**src/x25519_pkg.sv**
```systemverilog
`default_nettype none

package x25519_pkg;

	// ========================================
	// Widths
	// ========================================

	// Canonical field element port, bit 255 always zero
	localparam int FE_WIDTH = 256;

	// Unreduced lane operand, headroom above 2^256
	localparam int LANE_WIDTH = 264;

	// Split point of the lane adder pipeline
	localparam int LOW_WIDTH = 128;

	// ========================================
	// Field constants
	// ========================================

	// p = 2^255 - 19
	localparam logic [FE_WIDTH-1:0] FE_P = (256'd1 << 255) - 256'd19;

	// 2p, one bit wider than p
	// Subtraction turns b into 2p - b
	localparam logic [FE_WIDTH:0] FE_2P = {FE_P, 1'b0};

	// 2^255 mod p
	localparam logic [4:0] FOLD_MULT = 5'd19;

	// ========================================
	// Lane count and op codes
	// ========================================

	// Also tested with 2 or 8
	localparam int NUM_LANES = 4;

	// Round-robin pointer, at least one bit
	localparam int LANE_IDX_WIDTH = (NUM_LANES > 1) ? $clog2(NUM_LANES) : 1;

	localparam logic OP_ADD = 1'b0;
	localparam logic OP_SUB = 1'b1;

endpackage

`default_nettype wire

```
**src/fe_add_engine.sv**
```systemverilog
`timescale 1ns/1ps
`default_nettype none

module fe_add_engine (
	input  logic                            clk,
	input  logic                            reset,
	input  logic                            in_valid,
	input  logic                            op,
	input  logic [x25519_pkg::FE_WIDTH-1:0] a,
	input  logic [x25519_pkg::FE_WIDTH-1:0] b,
	output logic                            out_valid,
	output logic [x25519_pkg::FE_WIDTH-1:0] result
);
	import x25519_pkg::*;

	// ========================================
	// Internal nets
	// ========================================

	// One enable per lane, shared operands
	logic [NUM_LANES-1:0]  lane_en;
	logic [LANE_WIDTH-1:0] lane_a;
	logic [LANE_WIDTH-1:0] lane_b;

	// Per-lane results back to the collector
	logic [NUM_LANES-1:0]                 lane_valid;
	logic [NUM_LANES-1:0][LANE_WIDTH-1:0] lane_sum;

	// ========================================
	// Dispatcher
	// ========================================

	// Input register, 2p - b transform, lane pick
	fe_dispatch u_dispatch (
		.clk      (clk),
		.reset    (reset),
		.in_valid (in_valid),
		.op       (op),
		.a        (a),
		.b        (b),
		.lane_en  (lane_en),
		.lane_a   (lane_a),
		.lane_b   (lane_b)
	);

	// ========================================
	// Lanes
	// ========================================

	// Each lane only toggles on its own turn
	for (genvar k = 0; k < NUM_LANES; k++) begin : g_lane
		x25519_add u_lane (
			.clk       (clk),
			.reset     (reset),
			.en        (lane_en[k]),
			.a         (lane_a),
			.b         (lane_b),
			.out_valid (lane_valid[k]),
			.out       (lane_sum[k])
		);
	end

	// ========================================
	// Collector
	// ========================================

	// Fold above bit 255, then final reduce
	fe_collect u_collect (
		.clk        (clk),
		.reset      (reset),
		.lane_valid (lane_valid),
		.lane_sum   (lane_sum),
		.out_valid  (out_valid),
		.result     (result)
	);

endmodule

`default_nettype wire

```
**src/fe_collect.sv**
```systemverilog
`timescale 1ns/1ps
`default_nettype none

module fe_collect (
	input  logic                                                       clk,
	input  logic                                                       reset,
	input  logic [x25519_pkg::NUM_LANES-1:0]                           lane_valid,
	input  logic [x25519_pkg::NUM_LANES-1:0][x25519_pkg::LANE_WIDTH-1:0] lane_sum,
	output logic                                                       out_valid,
	output logic [x25519_pkg::FE_WIDTH-1:0]                            result
);
	import x25519_pkg::*;

	// Bits at and above this one carry weight 2^255
	localparam int FOLD_BIT = FE_WIDTH - 1;

	// Width of the part above the fold point
	localparam int HIGH_BITS = LANE_WIDTH - FOLD_BIT;

	// Width of high part times 19
	localparam int PROD_BITS = HIGH_BITS + $bits(FOLD_MULT);

	// Bound on any lane sum, 4p
	localparam logic [FE_WIDTH+1:0] FE_4P = {FE_P, 2'b00};

	// ========================================
	// Stage one, select and fold
	// ========================================

	logic [LANE_WIDTH-1:0] sel_sum;
	logic [HIGH_BITS-1:0]  sel_high;
	logic [PROD_BITS-1:0]  fold_prod;
	logic [FE_WIDTH-1:0]   fold_next;
	logic                  any_valid;

	// AND-OR select, at most one lane valid
	always_comb begin
		sel_sum = '0;
		for (int k = 0; k < NUM_LANES; k++) begin
			if (lane_valid[k]) begin
				sel_sum = sel_sum | lane_sum[k];
			end
		end
	end

	assign any_valid = |lane_valid;

	// Split at bit 255
	assign sel_high = sel_sum[LANE_WIDTH-1:FOLD_BIT];

	// High part is small, so the product is tiny
	assign fold_prod = sel_high * FOLD_MULT;

	// Below 2^255 + 57, fits in 256 bits
	assign fold_next = {1'b0, sel_sum[FOLD_BIT-1:0]}
		+ {{(FE_WIDTH-PROD_BITS){1'b0}}, fold_prod};

	logic                fold_valid;
	logic [FE_WIDTH-1:0] fold_val;

	always_ff @(posedge clk) begin
		if (reset) begin
			fold_valid <= 1'b0;
		end else begin
			fold_valid <= any_valid;
		end
	end

	always_ff @(posedge clk) begin
		if (any_valid) begin
			fold_val <= fold_next;
		end
	end

	// ========================================
	// Stage two, conditional subtract
	// ========================================

	logic [FE_WIDTH-1:0] reduced;

	// One subtraction of p is always enough after the fold
	always_comb begin
		if (fold_val >= FE_P) begin
			reduced = fold_val - FE_P;
		end else begin
			reduced = fold_val;
		end
	end

	always_ff @(posedge clk) begin
		if (reset) begin
			out_valid <= 1'b0;
		end else begin
			out_valid <= fold_valid;
		end
	end

	always_ff @(posedge clk) begin
		if (fold_valid) begin
			result <= reduced;
		end
	end

	// ========================================
	// Checks
	// ========================================

	// Round-robin dispatch keeps lane outputs apart
	a_lane_valid_onehot: assert property (@(posedge clk) disable iff (reset)
		$onehot0(lane_valid));

	// Dispatcher transform keeps sums under 4p
	a_sum_bound: assert property (@(posedge clk) disable iff (reset)
		any_valid |-> (sel_sum < LANE_WIDTH'(FE_4P)));

	// Output fully reduced
	a_result_canonical: assert property (@(posedge clk) disable iff (reset)
		out_valid |-> (result < FE_P));

endmodule

`default_nettype wire

```
**src/fe_dispatch.sv**
```systemverilog
`timescale 1ns/1ps
`default_nettype none

module fe_dispatch (
	input  logic                              clk,
	input  logic                              reset,
	input  logic                              in_valid,
	input  logic                              op,
	input  logic [x25519_pkg::FE_WIDTH-1:0]   a,
	input  logic [x25519_pkg::FE_WIDTH-1:0]   b,
	output logic [x25519_pkg::NUM_LANES-1:0]  lane_en,
	output logic [x25519_pkg::LANE_WIDTH-1:0] lane_a,
	output logic [x25519_pkg::LANE_WIDTH-1:0] lane_b
);
	import x25519_pkg::*;

	// Zero padding up to lane width
	localparam int PAD_A = LANE_WIDTH - FE_WIDTH;
	localparam int PAD_B = LANE_WIDTH - FE_WIDTH - 1;

	// Last lane index, wrap point of the pointer
	localparam logic [LANE_IDX_WIDTH-1:0] LAST_LANE = LANE_IDX_WIDTH'(NUM_LANES - 1);

	// ========================================
	// Operand transform
	// ========================================

	// 2p - b, in 0..2p since b is canonical
	logic [FE_WIDTH:0] b_neg;

	// Second operand as handed to the lane adder
	logic [FE_WIDTH:0] b_sel;

	always_comb begin
		b_neg = FE_2P - {1'b0, b};
		if (op == OP_SUB) begin
			b_sel = b_neg;
		end else begin
			b_sel = {1'b0, b};
		end
	end

	// Operand registers, shared by all lanes
	// No reset, only the strobe qualifies them
	always_ff @(posedge clk) begin
		if (in_valid) begin
			lane_a <= {{PAD_A{1'b0}}, a};
			lane_b <= {{PAD_B{1'b0}}, b_sel};
		end
	end

	// ========================================
	// Round-robin lane select
	// ========================================

	logic [LANE_IDX_WIDTH-1:0] rr_ptr;

	always_ff @(posedge clk) begin
		if (reset) begin
			lane_en <= '0;
			rr_ptr  <= '0;
		end else begin
			// One pulse per accepted op
			lane_en <= '0;
			if (in_valid) begin
				lane_en[rr_ptr] <= 1'b1;
				// Advance and wrap after the last lane
				if (rr_ptr == LAST_LANE) begin
					rr_ptr <= '0;
				end else begin
					rr_ptr <= rr_ptr + 1'b1;
				end
			end
		end
	end

	// ========================================
	// Checks
	// ========================================

	// Only canonical operands are supported
	a_canonical_in: assert property (@(posedge clk) disable iff (reset)
		in_valid |-> (a < FE_P) && (b < FE_P));

endmodule

`default_nettype wire

```
**src/x25519_add.sv**
```systemverilog
`timescale 1ns/1ps
`default_nettype none

module x25519_add (
	input  logic                              clk,
	input  logic                              reset,
	input  logic                              en,
	input  logic [x25519_pkg::LANE_WIDTH-1:0] a,
	input  logic [x25519_pkg::LANE_WIDTH-1:0] b,
	output logic                              out_valid,
	output logic [x25519_pkg::LANE_WIDTH-1:0] out
);
	import x25519_pkg::*;

	localparam int HIGH_WIDTH = LANE_WIDTH - LOW_WIDTH;

	// Low half keeps its carry out in the top bit
	logic [LOW_WIDTH:0]    sum_low;
	logic [HIGH_WIDTH-1:0] sum_high;
	logic                  en_ff;

	// Valid pipe, two stages
	always_ff @(posedge clk) begin
		if (reset) begin
			en_ff     <= 1'b0;
			out_valid <= 1'b0;
		end else begin
			en_ff     <= en;
			out_valid <= en_ff;
		end
	end

	// Stage one, independent half sums
	// Loads only when this lane is picked
	always_ff @(posedge clk) begin
		if (en) begin
			sum_low  <= {1'b0, a[LOW_WIDTH-1:0]} + {1'b0, b[LOW_WIDTH-1:0]};
			sum_high <= a[LANE_WIDTH-1:LOW_WIDTH] + b[LANE_WIDTH-1:LOW_WIDTH];
		end
	end

	// Stage two, ripple low carry into high half
	always_ff @(posedge clk) begin
		if (en_ff) begin
			out <= {sum_high + {{(HIGH_WIDTH-1){1'b0}}, sum_low[LOW_WIDTH]},
				sum_low[LOW_WIDTH-1:0]};
		end
	end

	// Split halves plus carry give the full-width sum of the operands
	a_sum_matches: assert property (@(posedge clk) disable iff (reset)
		out_valid |-> (out == $past(a, 2) + $past(b, 2)));

endmodule

`default_nettype wire

```
**config.mk**
```make
export PLATFORM = sky130hd
export DESIGN_NAME = fe_add_engine
export DESIGN_NICKNAME = d
export VERILOG_FILES = /design/src/x25519_pkg.sv /design/src/fe_add_engine.sv /design/src/fe_collect.sv /design/src/fe_dispatch.sv /design/src/x25519_add.sv
export SDC_FILE = /design/constraint.sdc
export NUM_CORES = 2
export LEC_CHECK = 0
export BUFFER_PORTS_ARGS = -buffer_cell sky130_fd_sc_hd__buf_2
export CAP_MARGIN = 20
export CELL_PAD_IN_SITES_DETAIL_PLACEMENT = 1
export CELL_PAD_IN_SITES_GLOBAL_PLACEMENT = 2
export CORE_UTILIZATION = 30
export CTS_CLUSTER_SIZE = 14
export DETAILED_ROUTE_END_ITERATION = 10
export GPL_TIMING_DRIVEN = 0
export PLACE_DENSITY_LB_ADDON = 0.1
export SYNTH_ARGS = -nofsm -noshare
export SYNTH_HDL_FRONTEND = slang
export SYNTH_SLANG_ARGS = --single-unit
```
**constraint.sdc**
```tcl
create_clock -name clk -period 8.9 [get_ports clk]
set_input_delay 0.89 -clock clk [delete_from_list [all_inputs] [get_ports clk]]
set_output_delay 0.89 -clock clk [all_outputs]
set_load 0.05 [all_outputs]
```
== Word-level counts from Yosys, hierarchy flattened ==
Index checks and enable logic that the tools add are counted.

* Bits in registers: 3157
* Word-level logic and storage cells: 60
* Output and inout bits: 257

* Multiply operators: 1
* Reductions and logical operators: 3
* Multiplexer cells: 9
* Bitwise gates (word level): 4
* Add/subtract/negate cells: 10
* Eq/ne operators: 1
* Order comparisons: 3

{| class="wikitable"
|+ Operators with widths
! operator !! count
|-
| $mux 264 || 4
|-
| $or 264x264->264 || 3
|-
| $add 136x1->136 || 4
|-
| $mux 256 || 2
|-
| $sub 256x256->257 const A || 1
|-
| $add 255x14->256 || 1
|-
| $ge 256x255->1 const B || 1
|-
| $sub 256x255->256 const B || 1
|-
| $add 128x129->130 || 1
|-
| $add 128x128->129 || 1
|-
| $mul 9x5->14 const B || 1
|-
| $reduce_or 4->1 || 1
|-
| $lt 2x3->1 const B || 1
|-
| $add 2x1->2 const B || 1
|-
| $demux 1 s2 || 1
|-
| $eq 2x2->1 const B || 1
|-
| $ge 2x1->1 const B || 1
|-
| $mux 2 || 1
|-
| $reduce_or 2->1 || 1
|-
| $logic_and 1x1->1 || 1
|-
| $mux 1 || 1
|-
| $not 1->1 || 1
|}

== Longest topological paths before layout ==
* Word-level depth: 9
* Mapped depth: 32
* Depth with buffers taken out: 19

== Modules after synthesis ==
Synthesis repeated with hierarchy kept, for this count alone.

* Cell total of the unflattened synthesis: 19952
* Area total of the unflattened synthesis: 202613.1 µm²

{| class="wikitable"
|+ Modules (own cells, without submodules)
! module !! sequential area each (µm²) !! cells each !! times used !! area each (µm²)
|-
| x25519_add at g_lane[0].u_lane ... || 15925.3 || 3610 || 3 || 35582.9
|-
| fe_collect || 15414.8 || 3678 || 1 || 36313.6
|-
| x25519_add at g_lane[3].u_lane || 15925.3 || 3517 || 1 || 35227.5
|-
| fe_dispatch || 15524.9 || 1927 || 1 || 24323.3
|}

== Worst setup path before layout ==
No wires, ideal clock.

* Kind: reg2reg
* From: register g_lane[1].u_lane.out_valid
* To: register u_collect.fold_val[0] (enable)
* Library setup time: 633 ps
* Required time: 8267 ps
* Arrival time: 8266 ps
* Setup slack: 1 ps
* Stages on the path, launching flop included: 13
* Buffers on the path: 11
* Cells stage by stage: dfxtp_1 > buf_2 > buf_4 > buf_2 > buf_2 > buf_2 > buf_2 > buf_2 > buf_1 > clkbuf_1 > buf_1 > clkbuf_1 > or4_1

* Cells in the longest elaborated chain, start to end: 1

{| class="wikitable"
|+ Ends and longest elaborated chain
! element !! line !! RTL
|-
| from (decl) || x25519_add.sv:10 || <nowiki>output logic out_valid,</nowiki>
|-
| from (signal assigned) || x25519_add.sv:29 || <nowiki>out_valid <= en_ff;</nowiki>
|-
| $reduce_or 4->1 || fe_collect.sv:46 || <nowiki>assign any_valid = |lane_valid;</nowiki>
|-
| named net u_collect.any_valid || fe_collect.sv:34 || <nowiki>logic any_valid;</nowiki>
|-
| to (signal assigned) || fe_collect.sv:71 || <nowiki>fold_val <= fold_next;</nowiki>
|-
| to (decl) || fe_collect.sv:59 || <nowiki>logic [FE_WIDTH-1:0] fold_val;</nowiki>
|}

The timed path passes the listed nets, and every way through them passes these cells.
A chain may end at the register's enable or synchronous reset.

== Worst setup path in the final report ==
* From: register g_lane[3].u_lane.out_valid
* To: register u_collect.fold_val[224] (data pin)

* Cells in the longest elaborated chain, start to end: 3

{| class="wikitable"
|+ Ends and longest elaborated chain
! element !! line !! RTL
|-
| from (decl) || x25519_add.sv:10 ||
|-
| from (signal assigned) || x25519_add.sv:29 ||
|-
| $mux 264 (*) || fe_collect.sv:40 || <nowiki>if (lane_valid[k]) begin</nowiki>
|-
| $mul 9x5->14 || fe_collect.sv:52 || <nowiki>assign fold_prod = sel_high * FOLD_MULT;</nowiki>
|-
| $add 255x14->256 (*) || fe_collect.sv:56 || <nowiki>+ {{(FE_WIDTH-PROD_BITS){1'b0}}, fold_prod};</nowiki>
|-
| named net u_collect.fold_next[224] || fe_collect.sv:33 || <nowiki>logic [FE_WIDTH-1:0] fold_next;</nowiki>
|}

The timed path passes the listed nets; every way through them passes the cells marked *.

==> impl_metrics.py <==
metrics = {
    "run_status": {
        "status": "finished, final reports clean",
    },
    "layout": {
        "fill_cells": 51180,
        "utilization_pct": 35.61,
        "syn_to_final_growth_pct": 18.27,
        "drive_gt1_share_pct": 13.07,
        "final_common_cell": "edfxtp_1",
        "finalNonFillerCells": 19390,
        "fin_nets": 13470,
        "layout_common_cells": "edfxtp_1, nand2_1, xnor2_1, buf_2, nor2_1",
    },
    "routing": {
        "vias_per_cell": 5.287,
        "drc": 0,
        "post_drt_wl_per_cell_um": 32.31,
        "dr.pass1.iters": 5,
        "drtIter0Drc": 11020,
        "route.vias.total": 102500,
        "postRouteWirelength_um": 626500,
        "ant_nets": 0,
    },
    "logic_synthesis": {
        "synth_top_family_by_area": "simple AND/OR/NAND/NOR gates",
        "seq_area_frac_synth_pct": 64.33,
        "synthSimpleGateAreaFrac_pct": 14.16,
        "syn_nets": 12170,
        "synthDistinctLibCells": 91,
        "synth.area.mux_share_pct": 0.04312,
        "ys_seq_elements": 3113,
        "synth_compound_area_share_pct": 8.323,
        "synth-main-ff-cell": "edfxtp_1",
        "syn_area_per_cell_um2": 12.77,
        "syn_area_um2": 145100,
        "ys_top_cells_by_area": "edfxtp_1, xnor2_1, nand2_1",
        "synth_xor_area_share_pct": 9.098,
        "synthAdderAreaFrac_pct": 2.605,
        "yosys_warnings": 0,
        "synth_cells": 11360,
        "synth_top_area_share_pct": 64.11,
        "yosys.area.top_type": "edfxtp_1",
        "synth-async-reset-ratio_pct": 0,
        "synth_edf_count": 3097,
    },
    "setup_path": {
        "required_ns": 9.65,
        "arrival_ns": 9.31,
        "crit_path_top_delay_cell": "buf_4",
        "cp_top_family": "buffers and inverters",
        "cp-end-kind": "flop",
        "critPathKind": "reg2reg",
        "crit_path_max_fanout": 28,
        "r2r_setup_slack_ns": 0.34,
        "critical_path.max_stage_delay_ns": 0.52,
        "crit_top_cell": "buf_4",
        "r2r_start": "g_lane[3].u_lane.out_valid",
        "cp-start-kind": "flop",
        "path_buf_inv": 11,
        "critPathLaunch": "g_lane[3].u_lane.out_valid",
    },
    "global_route": {
        "grt_max_degree": 127,
        "grt_pass1_wl_um": 853300,
        "overflow": 0,
        "grt_pass1_vias": 103200,
        "antenna_found_initial": 70,
        "grtUsageTotal_pct": 24.92,
    },
    "timing": {
        "period_needed_ns": 8.561,
        "setup_viol": 0,
        "final_hold_viol_count": 0,
        "rsz0062_at_grt": "false",
        "max_freq_mhz": 116.8,
        "worst-slew-pin-transition_ns": 1.464,
        "final.setup.worst_slack_ns": 0.3395,
        "skew_ns": 0.06031,
        "hold_slack_ns": 0.09759,
        "fin_crit_sh_pct": 96.19,
        "maxSlewHeadroom_pct": 2.426,
        "slew_violations": 0,
    },
    "clocking": {
        "htree_levels": 5,
        "clock_latency_ns": 0.98,
        "cts_buffers": 352,
        "clkTransAtPathRegs_ns": 0.06,
        "clock_tree.root_cell": "clkbuf_16",
        "clockBufferDepth": 4,
        "cts_sinks": 3113,
        "cts_tree": "built",
    },
    "power": {
        "p_total_w": 0.03763,
        "leakagePower_nw": 58.32,
        "max-vdd-ir-drop_v": 0.0001499,
        "powerDensity_nw_per_um2": 219.3,
    },
    "floorplanning": {
        "die_w_um": 697.4,
        "core_area_um2": 481800,
        "initial_core_util_pct": 30.11,
        "pin_count": 773,
        "dieArea_um2": 486300,
        "die_h_um": 697.4,
        "row_count": 255,
    },
    "hold_path": {
        "hold_class": "in2reg",
        "worst_hold_startpoint": "a[57]",
    },
    "placed_design": {
        "dp.cells": 18700,
        "place_ws_ns": -4.392,
        "place_hpwl_um": 505800,
        "place_congestion": 0.8705,
        "portBuffers": 769,
    },
    "job": {
        "cap_violations": 0,
    },
}
[layout make-up]
cell class	count	area, um2	area share [%]
inverters	202	758.2	0.4419
flip-flops and latches	3113	93350	54.41
well taps	6425	8039	4.686
repair buffers	964	6631	3.865
clock buffers	427	9196	5.360
clock inverters	217	2186	1.274
multi-input cells	7718	50000	29.14
plain buffers	308	1358	0.7913
diodes	18	45.04	0.02625
[routing by layer]
metal  track usage [%]  wire length, um
met1             39.44           318000
met2             36.12           259200
met3             2.541            32190
met4             5.983            17040
met5                 0                0
[repair_timing]
action                                 4_1_cts  5_1_grt
hold buffers                                25        0
setup buffers                                8        0
resized for setup                           44        2
setup endpoints to repair                  253       12
pin swaps                                    3        0
endpoints found under the hold margin       25        0
[where the power goes]
part	total, W	switching, W	leakage, nW	internal (W)
Sequential	0.0176	0.000348	28.9	0.0173
Clock	0.0145	0.00619	5.55	0.00835
Combinational	0.00545	0.00404	23.8	0.00141
Total	0.0376	0.0106	58.3	0.0270
[Yosys cell counts, types with 37 or more instances]
library cell and n:
nor2b_1 49, a31oi_1 45, xor2_1 447, or4_1 41, nand2b_1 44, and3_1 220, a22oi_1 467, and2_1 104
o21a_1 45, or3_1 87, edfxtp_1 3097, o21ai_0 308, nor2_1 662, nor4_1 147, a21oi_1 412, o21bai_1 84
and4_1 100, xnor2_1 1060, inv_1 202, nor3_1 243, buf_2 76, a21o_1 161, clkbuf_1 212, nand2_1 1193
ha_1 294, a221oi_1 40, or2_2 57, nand4_1 446, o31ai_1 46, a22o_1 37, nand3_1 567
[kinds of logic (layout without fill, tap and decap cells)]
| group | count (synthesis) | count (layout) |
|---|---|---|
| fa+ha+maj | 299 | 299 |
| mux | 6 | 6 |
| buf+inv | 526 | 2118 |
| xor+xnor | 1507 | 1507 |
| compound gates | 1818 | 1818 |
| simple gates | 4088 | 4088 |
| other cells | 0 | 18 |
| flops | 3113 | 3113 |
[per-stage QoR]
| stage | cell area [um2] | setup TNS [ns] |
|---|---|---|
| finish | 171600 | 0 |
| global route | 171500 | 0 |
| CTS | 171400 | 0 |
| detailed placement | 159600 | -747.16 |
| global placement | 157000 | - |
| floorplan | 145100 | 0 |
[final timing paths]
check | end | cells after the start
max | u_collect.fold_val[224] | 27
min | u_dispatch.lane_a[57] | 1
max reg2reg | u_collect.fold_val[224] | 27
min reg2reg | g_lane[0].u_lane.out[36] | 0
[sequential cells by signal, summed over array words and instances, names as in the netlist]
signal / flops
u_dispatch.lane_a: 256
u_collect.fold_valid: 1
u_collect.result: 256
u_dispatch.lane_b: 257
g_lane.u_lane.out_valid: 4
g_lane.u_lane.sum_low: 516
g_lane.u_lane.out: 1036
u_dispatch.rr_ptr: 2
u_collect.fold_val: 256
u_collect.out_valid: 1
g_lane.u_lane.sum_high: 520
u_dispatch.lane_en: 4
g_lane.u_lane.en_ff: 4
No activity file was read; power rests on OpenSTA's default activity.
